## config.mk

```make
export PLATFORM = sky130hd
export DESIGN_NAME = mipsCore
export DESIGN_NICKNAME = d
export VERILOG_FILES = /design/src/mipsPkg.sv /design/src/regFile.sv /design/src/alu.sv /design/src/multiplyUnit.sv /design/src/controller.sv /design/src/hazardUnit.sv /design/src/datapath.sv /design/src/mipsCore.sv
export SDC_FILE = /design/constraint.sdc
export NUM_CORES = 2
export LEC_CHECK = 0
export BUFFER_PORTS_ARGS = -buffer_cell sky130_fd_sc_hd__buf_2
export CAP_MARGIN = 40
export CORE_MARGIN = 1
export CORE_UTILIZATION = 35
export DETAILED_ROUTE_END_ITERATION = 12
export PLACE_DENSITY = 0.52
export SLEW_MARGIN = 10
export SYNTH_ARGS = -nofsm -noshare
export SYNTH_HDL_FRONTEND = slang
export SYNTH_SLANG_ARGS = --single-unit
```

## constraint.sdc

```tcl
create_clock -name clk -period 8.9 [get_ports clk]
set_clock_uncertainty 0.2 [all_clocks]
set_input_delay 0.445 -clock clk [delete_from_list [all_inputs] [get_ports clk]]
set_output_delay 0.445 -clock clk [all_outputs]
set_load 0.05 [all_outputs]
```

## src/mipsPkg.sv

```systemverilog
`default_nettype none

package mipsPkg;

    typedef logic [31:0] word_t;  // Data word and byte address
    typedef logic [4:0]  regAddr_t;
    typedef logic [5:0]  opcode_t;
    typedef logic [5:0]  funct_t;
    typedef logic [3:0]  aluOp_t;

    typedef enum logic [1:0] {
        MulIdle,
        MulRun,
        MulDone
    } mulState_t;

    localparam int NUM_REGS  = 32;
    localparam int MUL_STEPS = 32;  // One step per multiplier bit
    localparam int MUL_CNT_W = $clog2(MUL_STEPS);

    //////////////////////////////////////////////////////////////////////
    localparam opcode_t OP_RTYPE = 6'b000000;
    localparam opcode_t OP_ADDI  = 6'b001000;
    localparam opcode_t OP_ORI   = 6'b001101;
    localparam opcode_t OP_LW    = 6'b100011;
    localparam opcode_t OP_SW    = 6'b101011;
    localparam opcode_t OP_BEQ   = 6'b000100;
    localparam opcode_t OP_J     = 6'b000010;

    localparam funct_t FN_ADD  = 6'b100000;
    localparam funct_t FN_SUB  = 6'b100010;
    localparam funct_t FN_AND  = 6'b100100;
    localparam funct_t FN_OR   = 6'b100101;
    localparam funct_t FN_SLT  = 6'b101010;
    localparam funct_t FN_SLL  = 6'b000000;  // Also the all-zero nop
    localparam funct_t FN_MULT = 6'b011000;
    localparam funct_t FN_MFHI = 6'b010000;
    localparam funct_t FN_MFLO = 6'b010010;

    //////////////////////////////////////////////////////////////////////
    localparam aluOp_t ALU_ADD  = 4'd0;
    localparam aluOp_t ALU_SUB  = 4'd1;
    localparam aluOp_t ALU_AND  = 4'd2;
    localparam aluOp_t ALU_OR   = 4'd3;
    localparam aluOp_t ALU_SLT  = 4'd4;
    localparam aluOp_t ALU_SLL  = 4'd5;
    localparam aluOp_t ALU_MULT = 4'd6;

    localparam logic [1:0] FWD_REG = 2'b00;  // Register file value
    localparam logic [1:0] FWD_WB  = 2'b01;
    localparam logic [1:0] FWD_MEM = 2'b10;

endpackage

`default_nettype wire

```

## src/regFile.sv

```systemverilog
`timescale 1ns/1ns
`default_nettype none

module regFile import mipsPkg::*; (
    input  logic     clk,
    input  logic     rst,
    input  logic     we,
    input  regAddr_t ra1,
    input  regAddr_t ra2,
    input  regAddr_t wa,
    input  word_t    wd,
    output word_t    rd1,
    output word_t    rd2
);

    word_t regs [NUM_REGS];

    // Falling edge write lets decode read the writeback value same cycle
    always_ff @(negedge clk) begin
        if (we && !rst && wa != '0) begin
            regs[wa] <= wd;
        end
    end

    assign rd1 = (ra1 == '0) ? '0 : regs[ra1];  // $zero reads as 0
    assign rd2 = (ra2 == '0) ? '0 : regs[ra2];

endmodule

`default_nettype wire

```

## src/alu.sv

```systemverilog
`timescale 1ns/1ns
`default_nettype none

module alu import mipsPkg::*; (
    input  aluOp_t     aluOp,
    input  word_t      srcA,
    input  word_t      srcB,
    input  logic [4:0] shamt,
    output word_t      result
);

    always_comb begin
        case (aluOp)
            ALU_ADD: result = srcA + srcB;
            ALU_SUB: result = srcA - srcB;
            ALU_AND: result = srcA & srcB;
            ALU_OR:  result = srcA | srcB;
            ALU_SLT: result = {31'b0, $signed(srcA) < $signed(srcB)};
            ALU_SLL: result = srcB << shamt;  // rt shifted by shamt
            default: result = '0;  // mult result comes from the multiplier
        endcase
    end

endmodule

`default_nettype wire

```

## src/multiplyUnit.sv

```systemverilog
`timescale 1ns/1ns
`default_nettype none

module multiplyUnit import mipsPkg::*; (
    input  logic        clk,
    input  logic        rst,
    input  logic        start,
    input  word_t       srcA,
    input  word_t       srcB,
    output logic [63:0] product,
    output logic        ready
);

    mulState_t              state;
    logic [MUL_CNT_W-1:0]   stepCnt;
    logic                   lastStep;
    logic [63:0]            acc, mcand;
    word_t                  mplier;

    assign lastStep = (stepCnt == (MUL_CNT_W)'(MUL_STEPS - 1));
    assign product  = acc;

    always_ff @(posedge clk) begin
        if (rst) begin
            state   <= MulIdle;
            stepCnt <= '0;
            ready   <= 1'b0;
        end else begin
            ready <= 1'b0;
            case (state)
                MulIdle: begin
                    if (start) begin
                        state   <= MulRun;
                        stepCnt <= '0;
                    end
                end
                MulRun: begin
                    stepCnt <= stepCnt + 1'b1;
                    if (lastStep) begin
                        state <= MulDone;
                        ready <= 1'b1;  // Held through the MulDone cycle
                    end
                end
                MulDone: state <= MulIdle;
                default: state <= MulIdle;
            endcase
        end
    end

    // Multiplicand sign-extended, multiplier consumed LSB first
    always_ff @(posedge clk) begin
        if (state == MulIdle && start) begin
            acc    <= '0;
            mcand  <= {{32{srcA[31]}}, srcA};
            mplier <= srcB;
        end else if (state == MulRun) begin
            if (mplier[0]) begin
                acc <= lastStep ? acc - mcand : acc + mcand;  // Bit 31 weighs -2^31
            end
            mcand  <= mcand << 1;
            mplier <= mplier >> 1;
        end
    end

    assert property (@(posedge clk) disable iff (rst) ready |-> state == MulDone);

endmodule

`default_nettype wire

```

## src/controller.sv

```systemverilog
`timescale 1ns/1ns
`default_nettype none

module controller import mipsPkg::*; (
    input  logic    clk,
    input  logic    rst,
    input  opcode_t op,
    input  funct_t  funct,
    input  logic    stallE,
    input  logic    flushE,
    output logic    branchD,
    output logic    jumpD,
    output aluOp_t  aluOpE,
    output logic    aluSrcE,
    output logic    regDstE,
    output logic    hiloWriteE,
    output logic    hiloToRegE,
    output logic    mulStartE,
    output logic    regWriteE,
    output logic    memToRegE,
    output logic    regWriteM,
    output logic    memToRegM,
    output logic    memWriteM,
    output logic    retSrcM,
    output logic    regWriteW,
    output logic    memToRegW
);

    logic   regWriteD, memToRegD, memWriteD, retSrcD;
    logic   aluSrcD, regDstD, multD, hiloToRegD;
    aluOp_t aluOpD;
    logic   memWriteE, retSrcE, multE;

    logic [11:0] ctrlD, ctrlE;

    always_comb begin
        regWriteD  = 1'b0;
        memToRegD  = 1'b0;
        memWriteD  = 1'b0;
        retSrcD    = 1'b0;
        aluSrcD    = 1'b0;
        regDstD    = 1'b0;
        multD      = 1'b0;
        hiloToRegD = 1'b0;
        branchD    = 1'b0;
        jumpD      = 1'b0;
        aluOpD     = ALU_ADD;  // Address add for lw, sw and addi
        case (op)
            OP_RTYPE: begin
                regWriteD = 1'b1;
                regDstD   = 1'b1;
                case (funct)
                    FN_ADD:  aluOpD = ALU_ADD;
                    FN_SUB:  aluOpD = ALU_SUB;
                    FN_AND:  aluOpD = ALU_AND;
                    FN_OR:   aluOpD = ALU_OR;
                    FN_SLT:  aluOpD = ALU_SLT;
                    FN_SLL:  aluOpD = ALU_SLL;
                    FN_MULT: begin
                        regWriteD = 1'b0;
                        multD     = 1'b1;
                        aluOpD    = ALU_MULT;
                    end
                    FN_MFHI: begin
                        retSrcD    = 1'b1;
                        hiloToRegD = 1'b1;  // Pick HI
                    end
                    FN_MFLO: retSrcD = 1'b1;
                    default: regWriteD = 1'b0;  // Unknown funct acts as nop
                endcase
            end
            OP_ADDI: begin
                regWriteD = 1'b1;
                aluSrcD   = 1'b1;
            end
            OP_ORI: begin
                regWriteD = 1'b1;
                aluSrcD   = 1'b1;
                aluOpD    = ALU_OR;
            end
            OP_LW: begin
                regWriteD = 1'b1;
                memToRegD = 1'b1;
                aluSrcD   = 1'b1;
            end
            OP_SW: begin
                memWriteD = 1'b1;
                aluSrcD   = 1'b1;
            end
            OP_BEQ: begin
                branchD = 1'b1;
                aluOpD  = ALU_SUB;
            end
            OP_J:    jumpD = 1'b1;
            default: ;
        endcase
    end

    assign ctrlD = {regWriteD, memToRegD, memWriteD, retSrcD, aluOpD,
                    aluSrcD, regDstD, multD, hiloToRegD};

    // ID/EX keeps step with the datapath's ID/EX register
    always_ff @(posedge clk) begin
        if (rst || (flushE && !stallE)) begin
            ctrlE <= '0;
        end else if (!stallE) begin
            ctrlE <= ctrlD;
        end
    end

    assign {regWriteE, memToRegE, memWriteE, retSrcE, aluOpE,
            aluSrcE, regDstE, multE, hiloToRegE} = ctrlE;
    assign mulStartE  = multE;
    assign hiloWriteE = multE;  // HI/LO written only by mult

    always_ff @(posedge clk) begin
        if (rst) begin
            {regWriteM, memToRegM, memWriteM, retSrcM} <= '0;
            {regWriteW, memToRegW}                     <= '0;
        end else begin
            {regWriteM, memToRegM, memWriteM, retSrcM} <=
                {regWriteE, memToRegE, memWriteE, retSrcE};
            {regWriteW, memToRegW} <= {regWriteM, memToRegM};
        end
    end

endmodule

`default_nettype wire

```

## src/hazardUnit.sv

```systemverilog
`timescale 1ns/1ns
`default_nettype none

module hazardUnit import mipsPkg::*; (
    input  logic       clk,
    input  regAddr_t   rsD,
    input  regAddr_t   rtD,
    input  regAddr_t   rsE,
    input  regAddr_t   rtE,
    input  regAddr_t   writeRegE,
    input  regAddr_t   writeRegM,
    input  regAddr_t   writeRegW,
    input  logic       branchD,
    input  logic       jumpD,
    input  logic       pcSrcD,
    input  logic       regWriteE,
    input  logic       memToRegE,
    input  logic       regWriteM,
    input  logic       memToRegM,
    input  logic       regWriteW,
    input  logic       mulStartE,
    input  logic       mulReadyE,
    output logic       stallF,
    output logic       stallD,
    output logic       stallE,
    output logic       flushD,
    output logic       flushE,
    output logic       forwardAD,
    output logic       forwardBD,
    output logic [1:0] forwardAE,
    output logic [1:0] forwardBE
);

    logic lwStall, branchStall, mulStall;
    logic hitE, hitM;

    function automatic logic [1:0] fwdSel(input regAddr_t src);
        if (src != '0 && regWriteM && src == writeRegM) begin
            return FWD_MEM;  // Newest value wins
        end else if (src != '0 && regWriteW && src == writeRegW) begin
            return FWD_WB;
        end
        return FWD_REG;
    endfunction

    always_comb begin
        forwardAE = fwdSel(rsE);
        forwardBE = fwdSel(rtE);
    end

    // Writeback needs no branch path since the register file writes early
    assign forwardAD = (rsD != '0) && regWriteM && (rsD == writeRegM);
    assign forwardBD = (rtD != '0) && regWriteM && (rtD == writeRegM);

    assign hitE = (writeRegE != '0) && (writeRegE == rsD || writeRegE == rtD);
    assign hitM = (writeRegM != '0) && (writeRegM == rsD || writeRegM == rtD);

    assign lwStall     = memToRegE && hitE;
    assign branchStall = branchD && ((regWriteE && hitE) || (memToRegM && hitM));
    assign mulStall    = mulStartE && !mulReadyE;

    assign stallF = lwStall || branchStall || mulStall;
    assign stallD = stallF;
    assign stallE = mulStall;  // Only the multiplier holds execute
    assign flushD = (pcSrcD || jumpD) && !stallD;
    assign flushE = lwStall || branchStall;

    // Redirect must never squash an instruction that decode is holding
    assert property (@(posedge clk) !(flushD && stallD));

endmodule

`default_nettype wire

```

## src/datapath.sv

```systemverilog
`timescale 1ns/1ns
`default_nettype none

module datapath import mipsPkg::*; (
    input  logic       clk,
    input  logic       rst,
    input  word_t      instr,
    input  word_t      dataRdata,
    input  logic       branchD,
    input  logic       jumpD,
    input  aluOp_t     aluOpE,
    input  logic       aluSrcE,
    input  logic       regDstE,
    input  logic       hiloWriteE,
    input  logic       hiloToRegE,
    input  logic       mulStartE,
    input  logic       retSrcM,
    input  logic       regWriteW,
    input  logic       memToRegW,
    input  logic       stallF,
    input  logic       stallD,
    input  logic       stallE,
    input  logic       flushD,
    input  logic       flushE,
    input  logic       forwardAD,
    input  logic       forwardBD,
    input  logic [1:0] forwardAE,
    input  logic [1:0] forwardBE,
    output word_t      instrAddr,
    output opcode_t    op,
    output funct_t     funct,
    output regAddr_t   rsD,
    output regAddr_t   rtD,
    output regAddr_t   rsE,
    output regAddr_t   rtE,
    output regAddr_t   writeRegE,
    output regAddr_t   writeRegM,
    output regAddr_t   writeRegW,
    output logic       pcSrcD,
    output logic       mulReadyE,
    output word_t      dataAddr,
    output word_t      dataWdata
);

    word_t       pcF, pcNextF, pcPlus4F;
    word_t       instrD, pcPlus4D, immD, rd1D, rd2D, cmpAD, cmpBD;
    regAddr_t    rdD, rdE;
    logic [4:0]  shamtD, shamtE;
    word_t       rd1E, rd2E, immE, srcAE, srcBE, writeDataE, aluOutE, hiloE;
    word_t       hi, lo;
    logic [63:0] productE;
    word_t       aluOutM, writeDataM, hiloM, resultM;
    word_t       readDataW, resultW, wbDataW;

    function automatic word_t fwdPick(input logic [1:0] sel, input word_t regVal,
                                      input word_t memVal, input word_t wbVal);
        case (sel)
            FWD_MEM: return memVal;
            FWD_WB:  return wbVal;
            default: return regVal;
        endcase
    endfunction

    //////////////////////////////////////////////////////////////////////
    assign instrAddr = pcF;
    assign pcPlus4F  = pcF + 32'd4;
    assign pcNextF   = jumpD  ? {pcPlus4D[31:28], instrD[25:0], 2'b00} :
                       pcSrcD ? pcPlus4D + {immD[29:0], 2'b00} : pcPlus4F;

    always_ff @(posedge clk) begin
        if (rst) begin
            pcF <= '0;
        end else if (!stallF) begin
            pcF <= pcNextF;
        end
    end

    always_ff @(posedge clk) begin
        if (rst || flushD) begin
            instrD   <= '0;  // All-zero word decodes as nop
            pcPlus4D <= '0;
        end else if (!stallD) begin
            instrD   <= instr;
            pcPlus4D <= pcPlus4F;
        end
    end

    //////////////////////////////////////////////////////////////////////
    assign op     = instrD[31:26];
    assign funct  = instrD[5:0];
    assign rsD    = instrD[25:21];
    assign rtD    = instrD[20:16];
    assign rdD    = instrD[15:11];
    assign shamtD = instrD[10:6];
    assign immD   = (op == OP_ORI) ? {16'b0, instrD[15:0]} : {{16{instrD[15]}}, instrD[15:0]};

    regFile regFileInst (
        .clk (clk),
        .rst (rst),
        .we  (regWriteW),
        .ra1 (rsD),
        .ra2 (rtD),
        .wa  (writeRegW),
        .wd  (wbDataW),
        .rd1 (rd1D),
        .rd2 (rd2D)
    );

    assign cmpAD  = forwardAD ? resultM : rd1D;
    assign cmpBD  = forwardBD ? resultM : rd2D;
    assign pcSrcD = branchD && (cmpAD == cmpBD);  // beq resolved in decode

    always_ff @(posedge clk) begin
        if (rst || (flushE && !stallE)) begin
            {rsE, rtE, rdE, shamtE, immE, rd1E, rd2E} <= '0;
        end else if (!stallE) begin
            {rsE, rtE, rdE, shamtE, immE, rd1E, rd2E} <=
                {rsD, rtD, rdD, shamtD, immD, rd1D, rd2D};
        end
    end

    //////////////////////////////////////////////////////////////////////
    assign srcAE      = fwdPick(forwardAE, rd1E, resultM, wbDataW);
    assign writeDataE = fwdPick(forwardBE, rd2E, resultM, wbDataW);
    assign srcBE      = aluSrcE ? immE : writeDataE;
    assign writeRegE  = regDstE ? rdE : rtE;

    alu aluInst (
        .aluOp  (aluOpE),
        .srcA   (srcAE),
        .srcB   (srcBE),
        .shamt  (shamtE),
        .result (aluOutE)
    );

    multiplyUnit multiplyUnitInst (
        .clk     (clk),
        .rst     (rst),
        .start   (mulStartE),
        .srcA    (srcAE),
        .srcB    (writeDataE),  // rt operand, never the immediate
        .product (productE),
        .ready   (mulReadyE)
    );

    always_ff @(posedge clk) begin
        if (hiloWriteE && mulReadyE) begin
            {hi, lo} <= productE;
        end
    end

    assign hiloE = hiloToRegE ? hi : lo;

    //////////////////////////////////////////////////////////////////////
    always_ff @(posedge clk) begin
        aluOutM    <= aluOutE;
        writeDataM <= writeDataE;
        writeRegM  <= writeRegE;
        hiloM      <= hiloE;
        readDataW  <= dataRdata;
        resultW    <= resultM;
        writeRegW  <= writeRegM;
    end

    assign resultM   = retSrcM ? hiloM : aluOutM;  // mfhi and mflo take HI/LO
    assign dataAddr  = aluOutM;
    assign dataWdata = writeDataM;
    assign wbDataW   = memToRegW ? readDataW : resultW;

    // Branch and jump targets keep fetch on word boundaries
    assert property (@(posedge clk) disable iff (rst) pcF[1:0] == 2'b00);

endmodule

`default_nettype wire

```

## src/mipsCore.sv

```systemverilog
`timescale 1ns/1ns
`default_nettype none

module mipsCore import mipsPkg::*; (
    input  logic  clk,
    input  logic  rst,
    output word_t instrAddr,
    input  word_t instr,
    output word_t dataAddr,
    output word_t dataWdata,
    output logic  dataWe,
    input  word_t dataRdata
);

    opcode_t    op;
    funct_t     funct;
    aluOp_t     aluOpE;
    logic       branchD, jumpD, pcSrcD;
    logic       aluSrcE, regDstE, hiloWriteE, hiloToRegE;
    logic       mulStartE, mulReadyE;
    logic       regWriteE, memToRegE, regWriteM, memToRegM, retSrcM;
    logic       regWriteW, memToRegW;
    regAddr_t   rsD, rtD, rsE, rtE;
    regAddr_t   writeRegE, writeRegM, writeRegW;
    logic       stallF, stallD, stallE, flushD, flushE;
    logic       forwardAD, forwardBD;
    logic [1:0] forwardAE, forwardBE;

    controller controllerInst (
        .*,
        .memWriteM(dataWe)  // Store strobe leaves the core from memory stage
    );

    hazardUnit hazardUnitInst (.*);

    datapath datapathInst (.*);

endmodule

`default_nettype wire

```

==> impl_metrics.csv <==
group,metric,value,unit
detailed_routing,route.detailed.vias_per_inst,5.76,
clock_tree,numCtsBuffers,186,
floorplanning,rows,180,
global_route,largest_net_degree_at_the_start_of_global_routing,120,
setup_path,crit_path_max_fanout,16,
yosys,synth-async-reset-ratio,0,
timing,timing.final.hold_violations,0,
yosys,synthCells,6869,
global_route,first_global_vias,66900,
detailed_routing,post-route-drc-count,0,
yosys,post_synth_num_cell_types,96,
yosys,mapped_area,84800,um2
finish,fillCellCount,22700,
clock_tree,tritoncts,"yes",
detailed_routing,wl_per_cell,28.9,um
setup_path,worst-endpoint-required,9490,ps
outcome,outcome,"complete, no violations",
timing,setup_violations,0,
pwr,vdd_drop_max,0.000211,V
placement,cell_area_placed,90900,um2
finish,final_cell_mix,"sky130_fd_sc_hd__inv_1 (1217), sky130_fd_sc_hd__edfxtp_1 (1184), sky130_fd_sc_hd__nand2_1 (657), sky130_fd_sc_hd__nor2_1 (500), sky130_fd_sc_hd__mux4_2 (456)",
clock_tree,cts-root-buf,"sky130_fd_sc_hd__clkbuf_16",
detailed_routing,final_antenna_net_count,0,
pwr,power.density,236,nW/um2
placement,dp_slack,-301,ps
yosys,syn_area_cell,12.3,um2
floorplanning,standard_cell_core_area,241000,um2
finish,post_route_cells_drive_above_1_share,0.179,
yosys,yosys_most_used_dff,"sky130_fd_sc_hd__edfxtp_1",
floorplanning,die-height,494,um
detailed_routing,dr_total_vias,66700,
timing,slew_headroom,0.237,
placement,dp.final_hpwl,226,mm
timing,setup_repair_after_global_routing_missed_its_margin,"false",
run,maxCapViolations,0,
clock_tree,ctsLongestPathBuffers,3,
timing,hold_ws,33.6,ps
yosys,synth_edf_count,1184,
timing,slew_violations,0,
global_route,grt_first_pass_wirelength,473,mm
clock_tree,worst_skew_pair.late_latency,880,ps
global_route,antenna_found_initial,14,
yosys,seq_area_frac_synth,0.524,
floorplanning,chipWidth,494,um
finish,area_growth,20.4,%
detailed_routing,detailedRoute.firstIterationViolations,7684,
floorplanning,ios,163,
floorplanning,fp.dieArea,244000,um2
setup_path,critical_path_arrival,9380,ps
timing,final.setup.tns,0,ps
timing,worst-slew-pin-transition,1150,ps
setup_path,end_kind,"flop",
clock_tree,clock_sink_count,1630,
floorplanning,initial_utilization,0.352,
placement,io_buffer_count,162,
yosys,synth_seq_cells,1630,
setup_path,start_kind,"flop",
global_route,globalRouteOverflowTotal,0,
min_path,worstHoldPathType,"in2reg",
detailed_routing,route.final.wire_length,334,mm
clock_tree,clock_tree.htree_level_count,4,
pwr,cellLeakagePower,0.0404,uW
detailed_routing,first_pass_iters,6,
timing,post-route-worst-setup-slack,113,ps
finish,mostFrequentLayoutCell,"sky130_fd_sc_hd__inv_1",
placement,gp_routability_congestion,0.968,
global_route,grt_usage,0.270,
setup_path,timing.setup.critical_path_class,"reg2reg",
yosys,yosys_warnings,0,
finish,final_core_utilization,0.424,
finish,final_design_instance_area_without_fill,102000,um2
clock_tree,clkSlewWorstSetupHoldPaths,60,ps
finish,nNetsFinal,8489,
[state kept, by name, summed over array words and instances (netlist names), 11 cells and up]
name,count
datapathInst.instrAddr,32
datapathInst.hi,32
datapathInst.dataWdata,32
datapathInst.immE,17
datapathInst.resultW,32
datapathInst.multiplyUnitInst.mcand,64
datapathInst.hiloM,32
datapathInst.multiplyUnitInst.mplier,32
datapathInst.readDataW,32
controllerInst.ctrlE,11
datapathInst.lo,32
datapathInst.multiplyUnitInst.product,64
datapathInst.instrD,32
datapathInst.rd1E,32
datapathInst.dataAddr,32
datapathInst.regFileInst.regs,1024
datapathInst.rd2E,32
datapathInst.pcPlus4D,32
[critical path: stages, from the launching register on]
cell and delay [ps]:
sky130_fd_sc_hd__edfxtp_1 410, sky130_fd_sc_hd__mux4_2 500, sky130_fd_sc_hd__mux4_2 490, sky130_fd_sc_hd__mux2_2 370, sky130_fd_sc_hd__a21oi_1 220, sky130_fd_sc_hd__xnor2_1 240, sky130_fd_sc_hd__o21ai_1 190, sky130_fd_sc_hd__nor4_4 340
sky130_fd_sc_hd__buf_4 160, sky130_fd_sc_hd__nor4b_4 250, sky130_fd_sc_hd__buf_12 190, sky130_fd_sc_hd__buf_12 170, sky130_fd_sc_hd__mux2i_2 230, sky130_fd_sc_hd__nand2_1 80, sky130_fd_sc_hd__a311oi_1 260
[per-layer routing]
metal  wire (um)  part of all wire  GRT usage
met5          59           0.00018          0
met1      135000              0.40      0.350
met4       16000             0.048      0.136
met2      154000              0.46      0.421
met3       29900             0.089     0.0636
[synth_stat cells (all sizes together) (96+ instances only)]
master | count | share of area
mux2i | 376 | 0.044
buf | 194 | 0.016
nor2 | 538 | 0.024
a21oi | 453 | 0.027
mux4 | 456 | 0.12
nand3 | 109 | 0.0064
dfxtp | 446 | 0.11
clkbuf | 255 | 0.011
edfxtp | 1184 | 0.42
inv | 169 | 0.0075
xnor2 | 161 | 0.017
a211oi | 96 | 0.0087
a22oi | 112 | 0.010
o21ai | 262 | 0.015
ha | 195 | 0.029
mux2 | 121 | 0.016
nand2 | 658 | 0.029
[repair_timing]
item                                    in CTS  in global routing
endpoints found under the setup margin      93                 93
resized for setup                            2                 11
pin swaps                                    0                  3
hold buffers                                87                  0
buffers inserted                             0                  3
hold endpoints to repair                    71                  0
[layout make-up]
type                            instances  area, um2  area share
Inverter                              169        637     0.00623
Timing Repair Buffer                  562       4860      0.0476
Tap cell                             3185       3990      0.0390
Multi-Input combinational cell       4651      38000       0.372
Clock buffer                          207       4850      0.0475
Clock inverter                       1158       5320      0.0521
Sequential cell                      1630      44500       0.436
Antenna cell                            5       12.5    0.000122
[path summary, 6_finish.rpt]
check | startpoint | to | slack, ps | cells after the start
min reg2reg | datapathInst.rd2E[25] | datapathInst.rd2E[25] | 250 | 2
max | datapathInst.regFileInst.regs[7][2] | datapathInst.instrAddr[23] | 110 | 14
max reg2reg | datapathInst.regFileInst.regs[7][2] | datapathInst.instrAddr[23] | 110 | 14
min | dataRdata[11] | datapathInst.readDataW[11] | 30 | 2
[metrics by stage]
stage | power (uW) | std cells
finish | 24100 | 11600
global route | 25200 | 11600
CTS | 24100 | 11600
detailed placement | 14900 | 10100
global placement | 14800 | 10000
floorplan | 12900 | 6900
[power by group]
part / switching [uW] / internal, uW / leakage (uW) / total (uW)
Combinational: 3360 / 1560 / 0.0173 / 4910
Clock: 4610 / 5210 / 0.00860 / 9820
Sequential: 310 / 9020 / 0.0145 / 9330
[logic make-up (layout without fill, tap and decap cells)]
group	after synthesis	count (layout)	synth area share
compound gates	1446	1446	0.110
simple gates	1789	1789	0.0959
other cells	1	37	0.0000442
xor+xnor	232	232	0.0240
buf+inv	619	2096	0.0343
flops	1630	1630	0.524
fa+ha+maj	199	199	0.0297
mux	953	953	0.182
Note: power is estimated with default switching activity, not from simulation.
